===== config.mk =====
export PLATFORM = sky130hd
export DESIGN_NAME = core_top
export DESIGN_NICKNAME = d
export VERILOG_FILES = /design/src/core_pkg.sv /design/src/imm_generator.sv /design/src/regfile_2r1w.sv /design/src/decoder.sv /design/src/alu_execute.sv /design/src/writeback_retire.sv /design/src/core_top.sv
export SDC_FILE = /design/constraint.sdc
export NUM_CORES = 2
export LEC_CHECK = 0
export BUFFER_PORTS_ARGS = -buffer_cell sky130_fd_sc_hd__buf_2
export CORE_ASPECT_RATIO = 0.5
export CORE_UTILIZATION = 36
export DETAILED_ROUTE_END_ITERATION = 10
export GPL_ROUTABILITY_DRIVEN = 0
export PLACE_DENSITY = 0.56
export REMOVE_ABC_BUFFERS = 1
export SLEW_MARGIN = 0
export SYNTH_ARGS = -nofsm -noshare
export SYNTH_HDL_FRONTEND = slang
export SYNTH_HIERARCHICAL = 1
export SYNTH_SLANG_ARGS = --single-unit

===== constraint.sdc =====
create_clock -name clk -period 21.6 [get_ports clk]
set_clock_uncertainty 0.1 [all_clocks]
set_input_delay 4.32 -clock clk [delete_from_list [all_inputs] [get_ports clk]]
set_output_delay 4.32 -clock clk [all_outputs]
set_load 0.02 [all_outputs]

===== src/core_pkg.sv =====
package core_pkg;

   // ==========================================================
   // Widths
   // ==========================================================
   localparam int XLEN       = 32;
   localparam int REG_ADDR_W = 5;
   localparam int NUM_REGS   = 32;

   // ==========================================================
   // Encodings
   // ==========================================================
   typedef enum logic [6:0] {
      OP_IMM = 7'b0010011,
      OP     = 7'b0110011,
      LUI    = 7'b0110111,
      AUIPC  = 7'b0010111,
      JAL    = 7'b1101111,
      JALR   = 7'b1100111,
      BRANCH = 7'b1100011,
      LOAD   = 7'b0000011,
      STORE  = 7'b0100011,
      SYSTEM = 7'b1110011
   } opcode_e;

   typedef enum logic [2:0] {
      FMT_NONE, FMT_I, FMT_S, FMT_B, FMT_U, FMT_J, FMT_R
   } format_e;

   typedef enum logic [4:0] {
      ALU_ADD, ALU_SUB, ALU_SLL, ALU_SLT, ALU_SLTU,
      ALU_XOR, ALU_SRL, ALU_SRA, ALU_OR, ALU_AND,
      ALU_LUI, ALU_AUIPC, ALU_JAL, ALU_JALR,
      ALU_BEQ, ALU_BNE, ALU_BLT, ALU_BGE, ALU_BLTU, ALU_BGEU,
      ALU_NOP
   } alu_op_e;

   // ==========================================================
   // Stage bundles
   // ==========================================================
   typedef struct packed {
      logic [XLEN-1:0]       pc;
      logic [XLEN-1:0]       instr;
      alu_op_e               alu_op;
      logic [REG_ADDR_W-1:0] rd;
      logic [XLEN-1:0]       rs1_data;
      logic [XLEN-1:0]       rs2_data;
      logic [XLEN-1:0]       imm;
      logic                  use_imm;
      logic                  rf_wr_en;
      logic                  illegal;
   } id_bus_t;

   typedef struct packed {
      logic [XLEN-1:0]       pc;
      logic [REG_ADDR_W-1:0] rd;
      logic [XLEN-1:0]       rd_res;
      logic                  rf_wr_en;
      logic [XLEN-1:0]       next_pc;
      logic                  is_branch;
      logic                  taken;
      logic                  illegal;
   } ex_bus_t;

   // Report handed to the host for each retired instruction.
   typedef struct packed {
      logic [XLEN-1:0]       pc;
      logic [REG_ADDR_W-1:0] rd;
      logic [XLEN-1:0]       rd_res;
      logic                  wr_en;
      logic [XLEN-1:0]       next_pc;
      logic                  taken;
      logic                  illegal;
   } retire_t;

endpackage


===== src/imm_generator.sv =====
`timescale 1ns/1ps

module imm_generator (
   input  logic [core_pkg::XLEN-1:0] instr_i,
   input  core_pkg::format_e         format_i,
   output logic [core_pkg::XLEN-1:0] imm_o
);
   import core_pkg::*;

   logic sign;

   assign sign = instr_i[31];

   always_comb begin
      case (format_i)
         FMT_I: imm_o = {{20{sign}}, instr_i[31:20]};
         FMT_S: imm_o = {{20{sign}}, instr_i[31:25], instr_i[11:7]};
         FMT_B: begin
            imm_o = {{19{sign}}, sign, instr_i[7], instr_i[30:25],
                     instr_i[11:8], 1'b0};                     // Halfword offset.
         end
         FMT_U: imm_o = {instr_i[31:12], 12'b0};
         FMT_J: begin
            imm_o = {{11{sign}}, sign, instr_i[19:12], instr_i[20],
                     instr_i[30:21], 1'b0};
         end
         default: imm_o = '0;                                  // R type and none.
      endcase
   end

endmodule


===== src/regfile_2r1w.sv =====
`timescale 1ns/1ps

module regfile_2r1w (
   input  logic                            clk,
   input  logic [core_pkg::REG_ADDR_W-1:0] raddr_a_i,
   input  logic [core_pkg::REG_ADDR_W-1:0] raddr_b_i,
   input  logic                            wen_i,
   input  logic [core_pkg::REG_ADDR_W-1:0] waddr_i,
   input  logic [core_pkg::XLEN-1:0]       wdata_i,
   output logic [core_pkg::XLEN-1:0]       rdata_a_o,
   output logic [core_pkg::XLEN-1:0]       rdata_b_o
);
   import core_pkg::*;

   logic [XLEN-1:0] regs [NUM_REGS];

   always_ff @(posedge clk) begin
      if (wen_i && (waddr_i != '0)) begin
         regs[waddr_i] <= wdata_i;
      end
   end

   // x0 is never stored, so force it on the read side.
   assign rdata_a_o = (raddr_a_i == '0) ? '0 : regs[raddr_a_i];
   assign rdata_b_o = (raddr_b_i == '0) ? '0 : regs[raddr_b_i];

endmodule


===== src/decoder.sv =====
`timescale 1ns/1ps

module decoder (
   input  logic                            clk,
   input  logic                            rst_n_i,
   input  logic                            instr_req_i,
   input  logic [core_pkg::XLEN-1:0]       instr_i,
   input  logic [core_pkg::XLEN-1:0]       pc_i,
   input  logic                            wb_en_i,
   input  logic [core_pkg::REG_ADDR_W-1:0] wb_addr_i,
   input  logic [core_pkg::XLEN-1:0]       wb_data_i,
   input  logic                            retire_done_i,
   output logic                            instr_ack_o,
   output logic                            id_valid_o,
   output core_pkg::id_bus_t               id_bus_o
);
   import core_pkg::*;

   typedef enum logic {IDLE, BUSY} state_e;

   state_e          state_q;
   opcode_e         opcode;
   format_e         format;
   alu_op_e         alu_op;
   logic            use_imm;
   logic            rf_wr_en;
   logic            illegal;
   logic            accept;
   logic [XLEN-1:0] imm;
   logic [XLEN-1:0] rs1_data;
   logic [XLEN-1:0] rs2_data;

   function automatic alu_op_e arith_op(input logic [2:0] funct3, input logic alt);
      alu_op_e op;
      case (funct3)
         3'b000:  op = alt ? ALU_SUB : ALU_ADD;
         3'b001:  op = ALU_SLL;
         3'b010:  op = ALU_SLT;
         3'b011:  op = ALU_SLTU;
         3'b100:  op = ALU_XOR;
         3'b101:  op = alt ? ALU_SRA : ALU_SRL;
         3'b110:  op = ALU_OR;
         default: op = ALU_AND;
      endcase
      return op;
   endfunction

   imm_generator u_imm_gen (
      .instr_i  (instr_i),
      .format_i (format),
      .imm_o    (imm)
   );

   regfile_2r1w u_regfile (
      .clk       (clk),
      .raddr_a_i (instr_i[19:15]),
      .raddr_b_i (instr_i[24:20]),
      .wen_i     (wb_en_i),
      .waddr_i   (wb_addr_i),
      .wdata_i   (wb_data_i),
      .rdata_a_o (rs1_data),
      .rdata_b_o (rs2_data)
   );

   // ==========================================================
   // Opcode decode
   // ==========================================================
   assign opcode = opcode_e'(instr_i[6:0]);

   always_comb begin
      format   = FMT_NONE;
      alu_op   = ALU_NOP;
      use_imm  = 1'b0;
      rf_wr_en = 1'b0;
      illegal  = 1'b0;
      case (opcode)
         OP_IMM: begin
            format   = FMT_I;
            alu_op   = arith_op(instr_i[14:12], instr_i[30] && (instr_i[14:12] == 3'b101));
            use_imm  = 1'b1;
            rf_wr_en = 1'b1;
         end
         OP: begin
            format   = FMT_R;
            alu_op   = arith_op(instr_i[14:12], instr_i[30]);
            rf_wr_en = 1'b1;
         end
         LUI, AUIPC: begin
            format   = FMT_U;
            alu_op   = (opcode == LUI) ? ALU_LUI : ALU_AUIPC;
            use_imm  = 1'b1;
            rf_wr_en = 1'b1;
         end
         JAL: begin
            format   = FMT_J;
            alu_op   = ALU_JAL;
            rf_wr_en = 1'b1;
         end
         JALR: begin
            format   = FMT_I;
            alu_op   = ALU_JALR;
            use_imm  = 1'b1;
            rf_wr_en = 1'b1;
         end
         BRANCH: begin
            format = FMT_B;
            case (instr_i[14:12])
               3'b000:  alu_op = ALU_BEQ;
               3'b001:  alu_op = ALU_BNE;
               3'b100:  alu_op = ALU_BLT;
               3'b101:  alu_op = ALU_BGE;
               3'b110:  alu_op = ALU_BLTU;
               3'b111:  alu_op = ALU_BGEU;
               default: illegal = 1'b1;                        // funct3 010 and 011.
            endcase
         end
         LOAD:    begin format = FMT_I; illegal = 1'b1; end
         STORE:   begin format = FMT_S; illegal = 1'b1; end
         default: illegal = 1'b1;                              // SYSTEM and unknown.
      endcase
   end

   // ==========================================================
   // Input handshake and in-flight tracking
   // ==========================================================
   assign accept = (state_q == IDLE) && !instr_ack_o && instr_req_i;

   always_ff @(posedge clk) begin
      if (!rst_n_i) begin
         state_q     <= IDLE;
         instr_ack_o <= 1'b0;
         id_valid_o  <= 1'b0;
      end else begin
         id_valid_o <= accept;
         if (accept) begin
            state_q     <= BUSY;
            instr_ack_o <= 1'b1;
         end else begin
            if (instr_ack_o && !instr_req_i) instr_ack_o <= 1'b0;
            if ((state_q == BUSY) && retire_done_i) state_q <= IDLE;
         end
      end
   end

   always_ff @(posedge clk) begin
      if (accept) begin
         id_bus_o.pc       <= pc_i;
         id_bus_o.instr    <= instr_i;
         id_bus_o.alu_op   <= alu_op;
         id_bus_o.rd       <= rf_wr_en ? instr_i[11:7] : '0;   // No target, report x0.
         id_bus_o.rs1_data <= rs1_data;
         id_bus_o.rs2_data <= rs2_data;
         id_bus_o.imm      <= imm;
         id_bus_o.use_imm  <= use_imm;
         id_bus_o.rf_wr_en <= rf_wr_en && !illegal;
         id_bus_o.illegal  <= illegal;
      end
   end

   a_done_while_busy : assert property (
      @(posedge clk) disable iff (!rst_n_i)
      retire_done_i |-> ((state_q == BUSY) && !id_valid_o)
   ) else $error("Retire completed with no instruction in flight");

endmodule


===== src/alu_execute.sv =====
`timescale 1ns/1ps

module alu_execute (
   input  logic              clk,
   input  logic              rst_n_i,
   input  logic              id_valid_i,
   input  core_pkg::id_bus_t id_bus_i,
   output logic              ex_valid_o,
   output core_pkg::ex_bus_t ex_bus_o
);
   import core_pkg::*;

   logic [XLEN-1:0] op_a;
   logic [XLEN-1:0] op_b;
   logic [XLEN-1:0] pc_plus4;
   logic [XLEN-1:0] pc_target;
   logic [XLEN-1:0] jalr_sum;
   logic [XLEN-1:0] alu_res;
   logic [XLEN-1:0] next_pc;
   logic [4:0]      shamt;
   logic            lt_s;
   logic            lt_u;
   logic            is_branch;
   logic            taken;

   assign op_a      = id_bus_i.rs1_data;
   assign op_b      = id_bus_i.use_imm ? id_bus_i.imm : id_bus_i.rs2_data;
   assign shamt     = op_b[4:0];
   assign lt_s      = $signed(op_a) < $signed(op_b);
   assign lt_u      = op_a < op_b;
   assign pc_plus4  = id_bus_i.pc + 32'd4;
   assign pc_target = id_bus_i.pc + id_bus_i.imm;
   assign jalr_sum  = op_a + id_bus_i.imm;

   // ==========================================================
   // ALU and branch compare
   // ==========================================================
   always_comb begin
      case (id_bus_i.alu_op)
         ALU_ADD:           alu_res = op_a + op_b;
         ALU_SUB:           alu_res = op_a - op_b;
         ALU_SLL:           alu_res = op_a << shamt;
         ALU_SLT:           alu_res = {{(XLEN-1){1'b0}}, lt_s};
         ALU_SLTU:          alu_res = {{(XLEN-1){1'b0}}, lt_u};
         ALU_XOR:           alu_res = op_a ^ op_b;
         ALU_SRL:           alu_res = op_a >> shamt;
         ALU_SRA:           alu_res = $unsigned($signed(op_a) >>> shamt);
         ALU_OR:            alu_res = op_a | op_b;
         ALU_AND:           alu_res = op_a & op_b;
         ALU_LUI:           alu_res = id_bus_i.imm;
         ALU_AUIPC:         alu_res = pc_target;
         ALU_JAL, ALU_JALR: alu_res = pc_plus4;                // Link value.
         default:           alu_res = '0;
      endcase
   end

   always_comb begin
      is_branch = 1'b1;
      taken     = 1'b0;
      case (id_bus_i.alu_op)
         ALU_BEQ:  taken = (op_a == op_b);
         ALU_BNE:  taken = (op_a != op_b);
         ALU_BLT:  taken = lt_s;
         ALU_BGE:  taken = !lt_s;
         ALU_BLTU: taken = lt_u;
         ALU_BGEU: taken = !lt_u;
         default:  is_branch = 1'b0;
      endcase
   end

   always_comb begin
      if (taken || (id_bus_i.alu_op == ALU_JAL)) begin
         next_pc = pc_target;
      end else if (id_bus_i.alu_op == ALU_JALR) begin
         next_pc = {jalr_sum[XLEN-1:1], 1'b0};
      end else begin
         next_pc = pc_plus4;
      end
   end

   // ==========================================================
   // Execute register
   // ==========================================================
   always_ff @(posedge clk) begin
      if (!rst_n_i) ex_valid_o <= 1'b0;
      else          ex_valid_o <= id_valid_i;
   end

   always_ff @(posedge clk) begin
      if (id_valid_i) begin
         ex_bus_o.pc        <= id_bus_i.pc;
         ex_bus_o.rd        <= id_bus_i.rd;
         ex_bus_o.rd_res    <= alu_res;
         ex_bus_o.rf_wr_en  <= id_bus_i.rf_wr_en;
         ex_bus_o.next_pc   <= next_pc;
         ex_bus_o.is_branch <= is_branch;
         ex_bus_o.taken     <= taken;                          // Conditional branches only.
         ex_bus_o.illegal   <= id_bus_i.illegal;
      end
   end

   a_branch_no_write : assert property (
      @(posedge clk) disable iff (!rst_n_i)
      (id_valid_i && is_branch) |=> (ex_valid_o && !ex_bus_o.rf_wr_en)
   ) else $error("Branch carries a register write");

endmodule


===== src/writeback_retire.sv =====
`timescale 1ns/1ps

module writeback_retire (
   input  logic                            clk,
   input  logic                            rst_n_i,
   input  logic                            ex_valid_i,
   input  core_pkg::ex_bus_t               ex_bus_i,
   input  logic                            ret_ack_i,
   output logic                            wb_en_o,
   output logic [core_pkg::REG_ADDR_W-1:0] wb_addr_o,
   output logic [core_pkg::XLEN-1:0]       wb_data_o,
   output logic                            ret_req_o,
   output core_pkg::retire_t               ret_o,
   output logic                            retire_done_o
);
   import core_pkg::*;

   typedef enum logic [1:0] {WAIT, REQ, ACK} state_e;

   state_e state_q;
   logic   take;

   assign take = ex_valid_i && (state_q == WAIT);

   // Single write in the cycle the execute bundle arrives.
   assign wb_en_o   = take && ex_bus_i.rf_wr_en && (ex_bus_i.rd != '0);
   assign wb_addr_o = ex_bus_i.rd;
   assign wb_data_o = ex_bus_i.rd_res;

   assign ret_req_o = (state_q == REQ);

   // ==========================================================
   // Output handshake
   // ==========================================================
   always_ff @(posedge clk) begin
      if (!rst_n_i) begin
         state_q       <= WAIT;
         retire_done_o <= 1'b0;
      end else begin
         retire_done_o <= 1'b0;
         case (state_q)
            WAIT: if (take) state_q <= REQ;
            REQ:  if (ret_ack_i) state_q <= ACK;
            ACK: begin
               if (!ret_ack_i) begin
                  state_q       <= WAIT;
                  retire_done_o <= 1'b1;                       // Frees the decoder.
               end
            end
            default: state_q <= WAIT;
         endcase
      end
   end

   always_ff @(posedge clk) begin
      if (take) begin
         ret_o.pc      <= ex_bus_i.pc;
         ret_o.rd      <= ex_bus_i.rd;
         ret_o.rd_res  <= ex_bus_i.rd_res;
         ret_o.wr_en   <= ex_bus_i.rf_wr_en;
         ret_o.next_pc <= ex_bus_i.next_pc;
         ret_o.taken   <= ex_bus_i.taken;
         ret_o.illegal <= ex_bus_i.illegal;
      end
   end

   a_no_overrun : assert property (
      @(posedge clk) disable iff (!rst_n_i)
      ex_valid_i |-> (state_q == WAIT)
   ) else $error("Execute bundle arrived while a report was still pending");

endmodule


===== src/core_top.sv =====
`timescale 1ns/1ps

module core_top (
   input  logic                      clk,
   input  logic                      rst_n_i,
   input  logic                      instr_req_i,
   input  logic [core_pkg::XLEN-1:0] instr_i,
   input  logic [core_pkg::XLEN-1:0] pc_i,
   input  logic                      ret_ack_i,
   output logic                      instr_ack_o,
   output logic                      ret_req_o,
   output core_pkg::retire_t         ret_o
);
   import core_pkg::*;

   logic                  id_valid;
   id_bus_t               id_bus;
   logic                  ex_valid;
   ex_bus_t               ex_bus;
   logic                  wb_en;
   logic [REG_ADDR_W-1:0] wb_addr;
   logic [XLEN-1:0]       wb_data;
   logic                  retire_done;

   decoder u_decoder (
      .clk           (clk),
      .rst_n_i       (rst_n_i),
      .instr_req_i   (instr_req_i),
      .instr_i       (instr_i),
      .pc_i          (pc_i),
      .wb_en_i       (wb_en),
      .wb_addr_i     (wb_addr),
      .wb_data_i     (wb_data),
      .retire_done_i (retire_done),
      .instr_ack_o   (instr_ack_o),
      .id_valid_o    (id_valid),
      .id_bus_o      (id_bus)
   );

   alu_execute u_execute (
      .clk        (clk),
      .rst_n_i    (rst_n_i),
      .id_valid_i (id_valid),
      .id_bus_i   (id_bus),
      .ex_valid_o (ex_valid),
      .ex_bus_o   (ex_bus)
   );

   writeback_retire u_retire (
      .clk           (clk),
      .rst_n_i       (rst_n_i),
      .ex_valid_i    (ex_valid),
      .ex_bus_i      (ex_bus),
      .ret_ack_i     (ret_ack_i),
      .wb_en_o       (wb_en),
      .wb_addr_o     (wb_addr),
      .wb_data_o     (wb_data),
      .ret_req_o     (ret_req_o),
      .ret_o         (ret_o),
      .retire_done_o (retire_done)
   );

endmodule


==> impl_metrics.ini <==
[status]
status = finished, final reports clean

[floorplan]
die_w_um = 643
design.core.area_um2 = 204000
initial_core_util = 0.363
die_area_um2 = 207000
die_y_um = 322
rows = 117
io_pins = 174

[route]
drtIter0Drc = 8550
via_per_inst = 6.46
post_drt_wl_per_cell_um = 33.1
vias = 52700
routed_wl_um = 270000
dr.pass1.iters = 10
drcViolationCount = 0
ant_nets = 0

[synthesis]
synth_warnings = 6
avgSynthCellArea_um2 = 14.1
syn-cell-area_um2 = 73900
synth_cells = 5254

[timing]
final.setup.worst_slack_ns = 12.99
fin_crit_ns = 8.61
slew_viol_final = 0
rsz0062_at_grt = false
setup_violations = 0
min_period_over_period = 0.399
fmax_mhz = 116
setup-tns-final_ns = 0
hold_violations = 0
tightestPinTransition_ns = 1.36
max-slew-margin-rel = 0.0917

[worst_setup_path]
cp_cell_sequence = buf_8, buf_4, buf_4, buf_4, nor2b_4, buf_4, a22oi_1, nand4_1, a211oi_1
end_kind = flip-flop
cpMaxStageDelayCell = buf_4
r2r_cells = 18
start_kind = input pin
cp.required_ns = 22.01
timing.rr.start = u_decoder/id_bus_o[2]
cp.arrival_ns = 9.02
crit_start = instr_i[20]
r2r-end = u_execute/ex_bus_o[66]
worst_path_most_repeated_cell = buf_4
r2r_slack_ns = 15.31
cp_max_fo = 78
cpPeakStageDelay_ns = 0.81
crit_end = u_decoder/id_bus_o[65]
critPathKind = input pin to flip-flop

[pwr]
peakVddDrop_v = 0.0000828
combPwrFrac = 0.144
p_int_w = 0.00470
power_switching_w = 0.00178
sw_frac_of_total = 0.275
p_leak_nw = 27.9
seqPwrFrac = 0.479
powerDensity_nw_per_um2 = 79.2
clkPwrFrac = 0.377

[cells_and_area]
seqCellArea_um2 = 41400
multi_input_area_um2 = 30300
syn2layout_area_growth_pct = 10.8
final_area_um2 = 81900
final_common_cell = edfxtp_1
layout-drive-gt1-share = 0.183
final_cell_mix = edfxtp_1 (1373), mux2i_1 (413), nand2_1 (322)
fill_cells = 18600
fin_nets = 5547

[clocking]
cts_setup_buffers = 0
cts.path.max_buffers = 3
cts_tree = yes
clock-root-buffer = clkbuf_16
insertion_delay_ns = 0.81
clkSinkCount = 1380
cts_made_buffers = 137
cts_max_level = 4
clkSlewWorstSetupHoldPaths_ns = 0.06
cts_resized = 0
hold_buffers = 0

[placed_design]
portBuffers = 173
dp_slack_ns = 12.26
post_dp_cell_area_um2 = 77400
post-dp-hpwl_um = 170000

[global_route]
grtUsageTotal = 0.253
overflow = 0
antenna_found_initial = 17
grt_pass1_wl_um = 377000
grt_pass1_vias = 50500
grt_start_max_net_pins = 128

[run]
max_cap_violations = 0

[hold_path]
hold_class = flip-flop to flip-flop
==> final cells by class <==
class                      count  area share
sequential                  1380       0.505
multi-input combinational   3381       0.370
clock buffer                 167      0.0438
tap                         2737      0.0418
timing repair buffer         294      0.0228
clock inverter                74      0.0109
inverter                     115     0.00529
antenna                        4    0.000122
==> power by group through the flow <==
| stage | logic [W] | registers (W) | clock network (W) |
|---|---|---|---|
| floorplan | 0.000549 | 0.00312 | 0 |
| global placement | 0.000890 | 0.00316 | 0 |
| detailed placement | 0.000896 | 0.00316 | 0 |
| CTS | 0.000901 | 0.00310 | 0.00248 |
| global route | 0.000981 | 0.00311 | 0.00258 |
| finish | 0.000933 | 0.00311 | 0.00244 |
==> worst max-delay path: cells and delay by family <==
family                 cells  cell delay, ns
AO/OA/AOI/OAI              2            0.25
buffers and inverters      5            3.37
AND/OR/NAND/NOR            2            0.85
==> metal layers <==
layer,GRT usage,wire [µm],share of wire,vias up
li1,-,-,-,21300
met1,0.341,107000,0.40,27100
met2,0.389,119000,0.44,3606
met3,0.0657,31600,0.12,680
met4,0.108,12800,0.047,12
met5,0,75,0.00028,-
==> flip-flops by register name (all words and copies together), names as in the netlist <==
register	cells
u_retire/retire_done_o	1
u_execute/ex_valid_o	1
u_decoder/u_regfile/regs	1024
u_execute/ex_bus_o	104
u_decoder/id_bus_o	141
u_decoder/state_q	1
u_retire/ret_o	104
u_retire/state_q	2
u_decoder/id_valid_o	1
u_decoder/instr_ack_o	1
==> stage by stage <==
step | total power (W) | hold WS [ns] | std cells | utilization
4_1_cts | 0.00648 | 0.315 | 8148 | 0.402
5_1_grt | 0.00667 | 0.321 | 8149 | 0.402
3_5_place_dp | 0.00405 | 0.305 | 7907 | 0.380
2_1_floorplan | 0.00367 | 0.300 | 4876 | -
6_report | 0.00648 | 0.314 | 8152 | 0.402
3_3_place_gp | 0.00405 | 0.303 | 7907 | 0.380
==> worst min path at each step <==
stage	end	start	slack, ns	depth (start not counted)
finish	u_retire/ret_o[4]	u_execute/ex_bus_o[5]	0.31	0
floorplan	u_execute/ex_bus_o[0]	u_decoder/id_bus_o[0]	0.30	0
global placement	u_retire/ret_o[95]	u_execute/ex_bus_o[96]	0.30	0
detailed placement	u_retire/ret_o[20]	u_execute/ex_bus_o[21]	0.30	0
global route	u_retire/ret_o[89]	u_execute/ex_bus_o[90]	0.32	0
CTS	u_retire/ret_o[4]	u_execute/ex_bus_o[5]	0.32	0
Power figures use the tool's default switching activity.
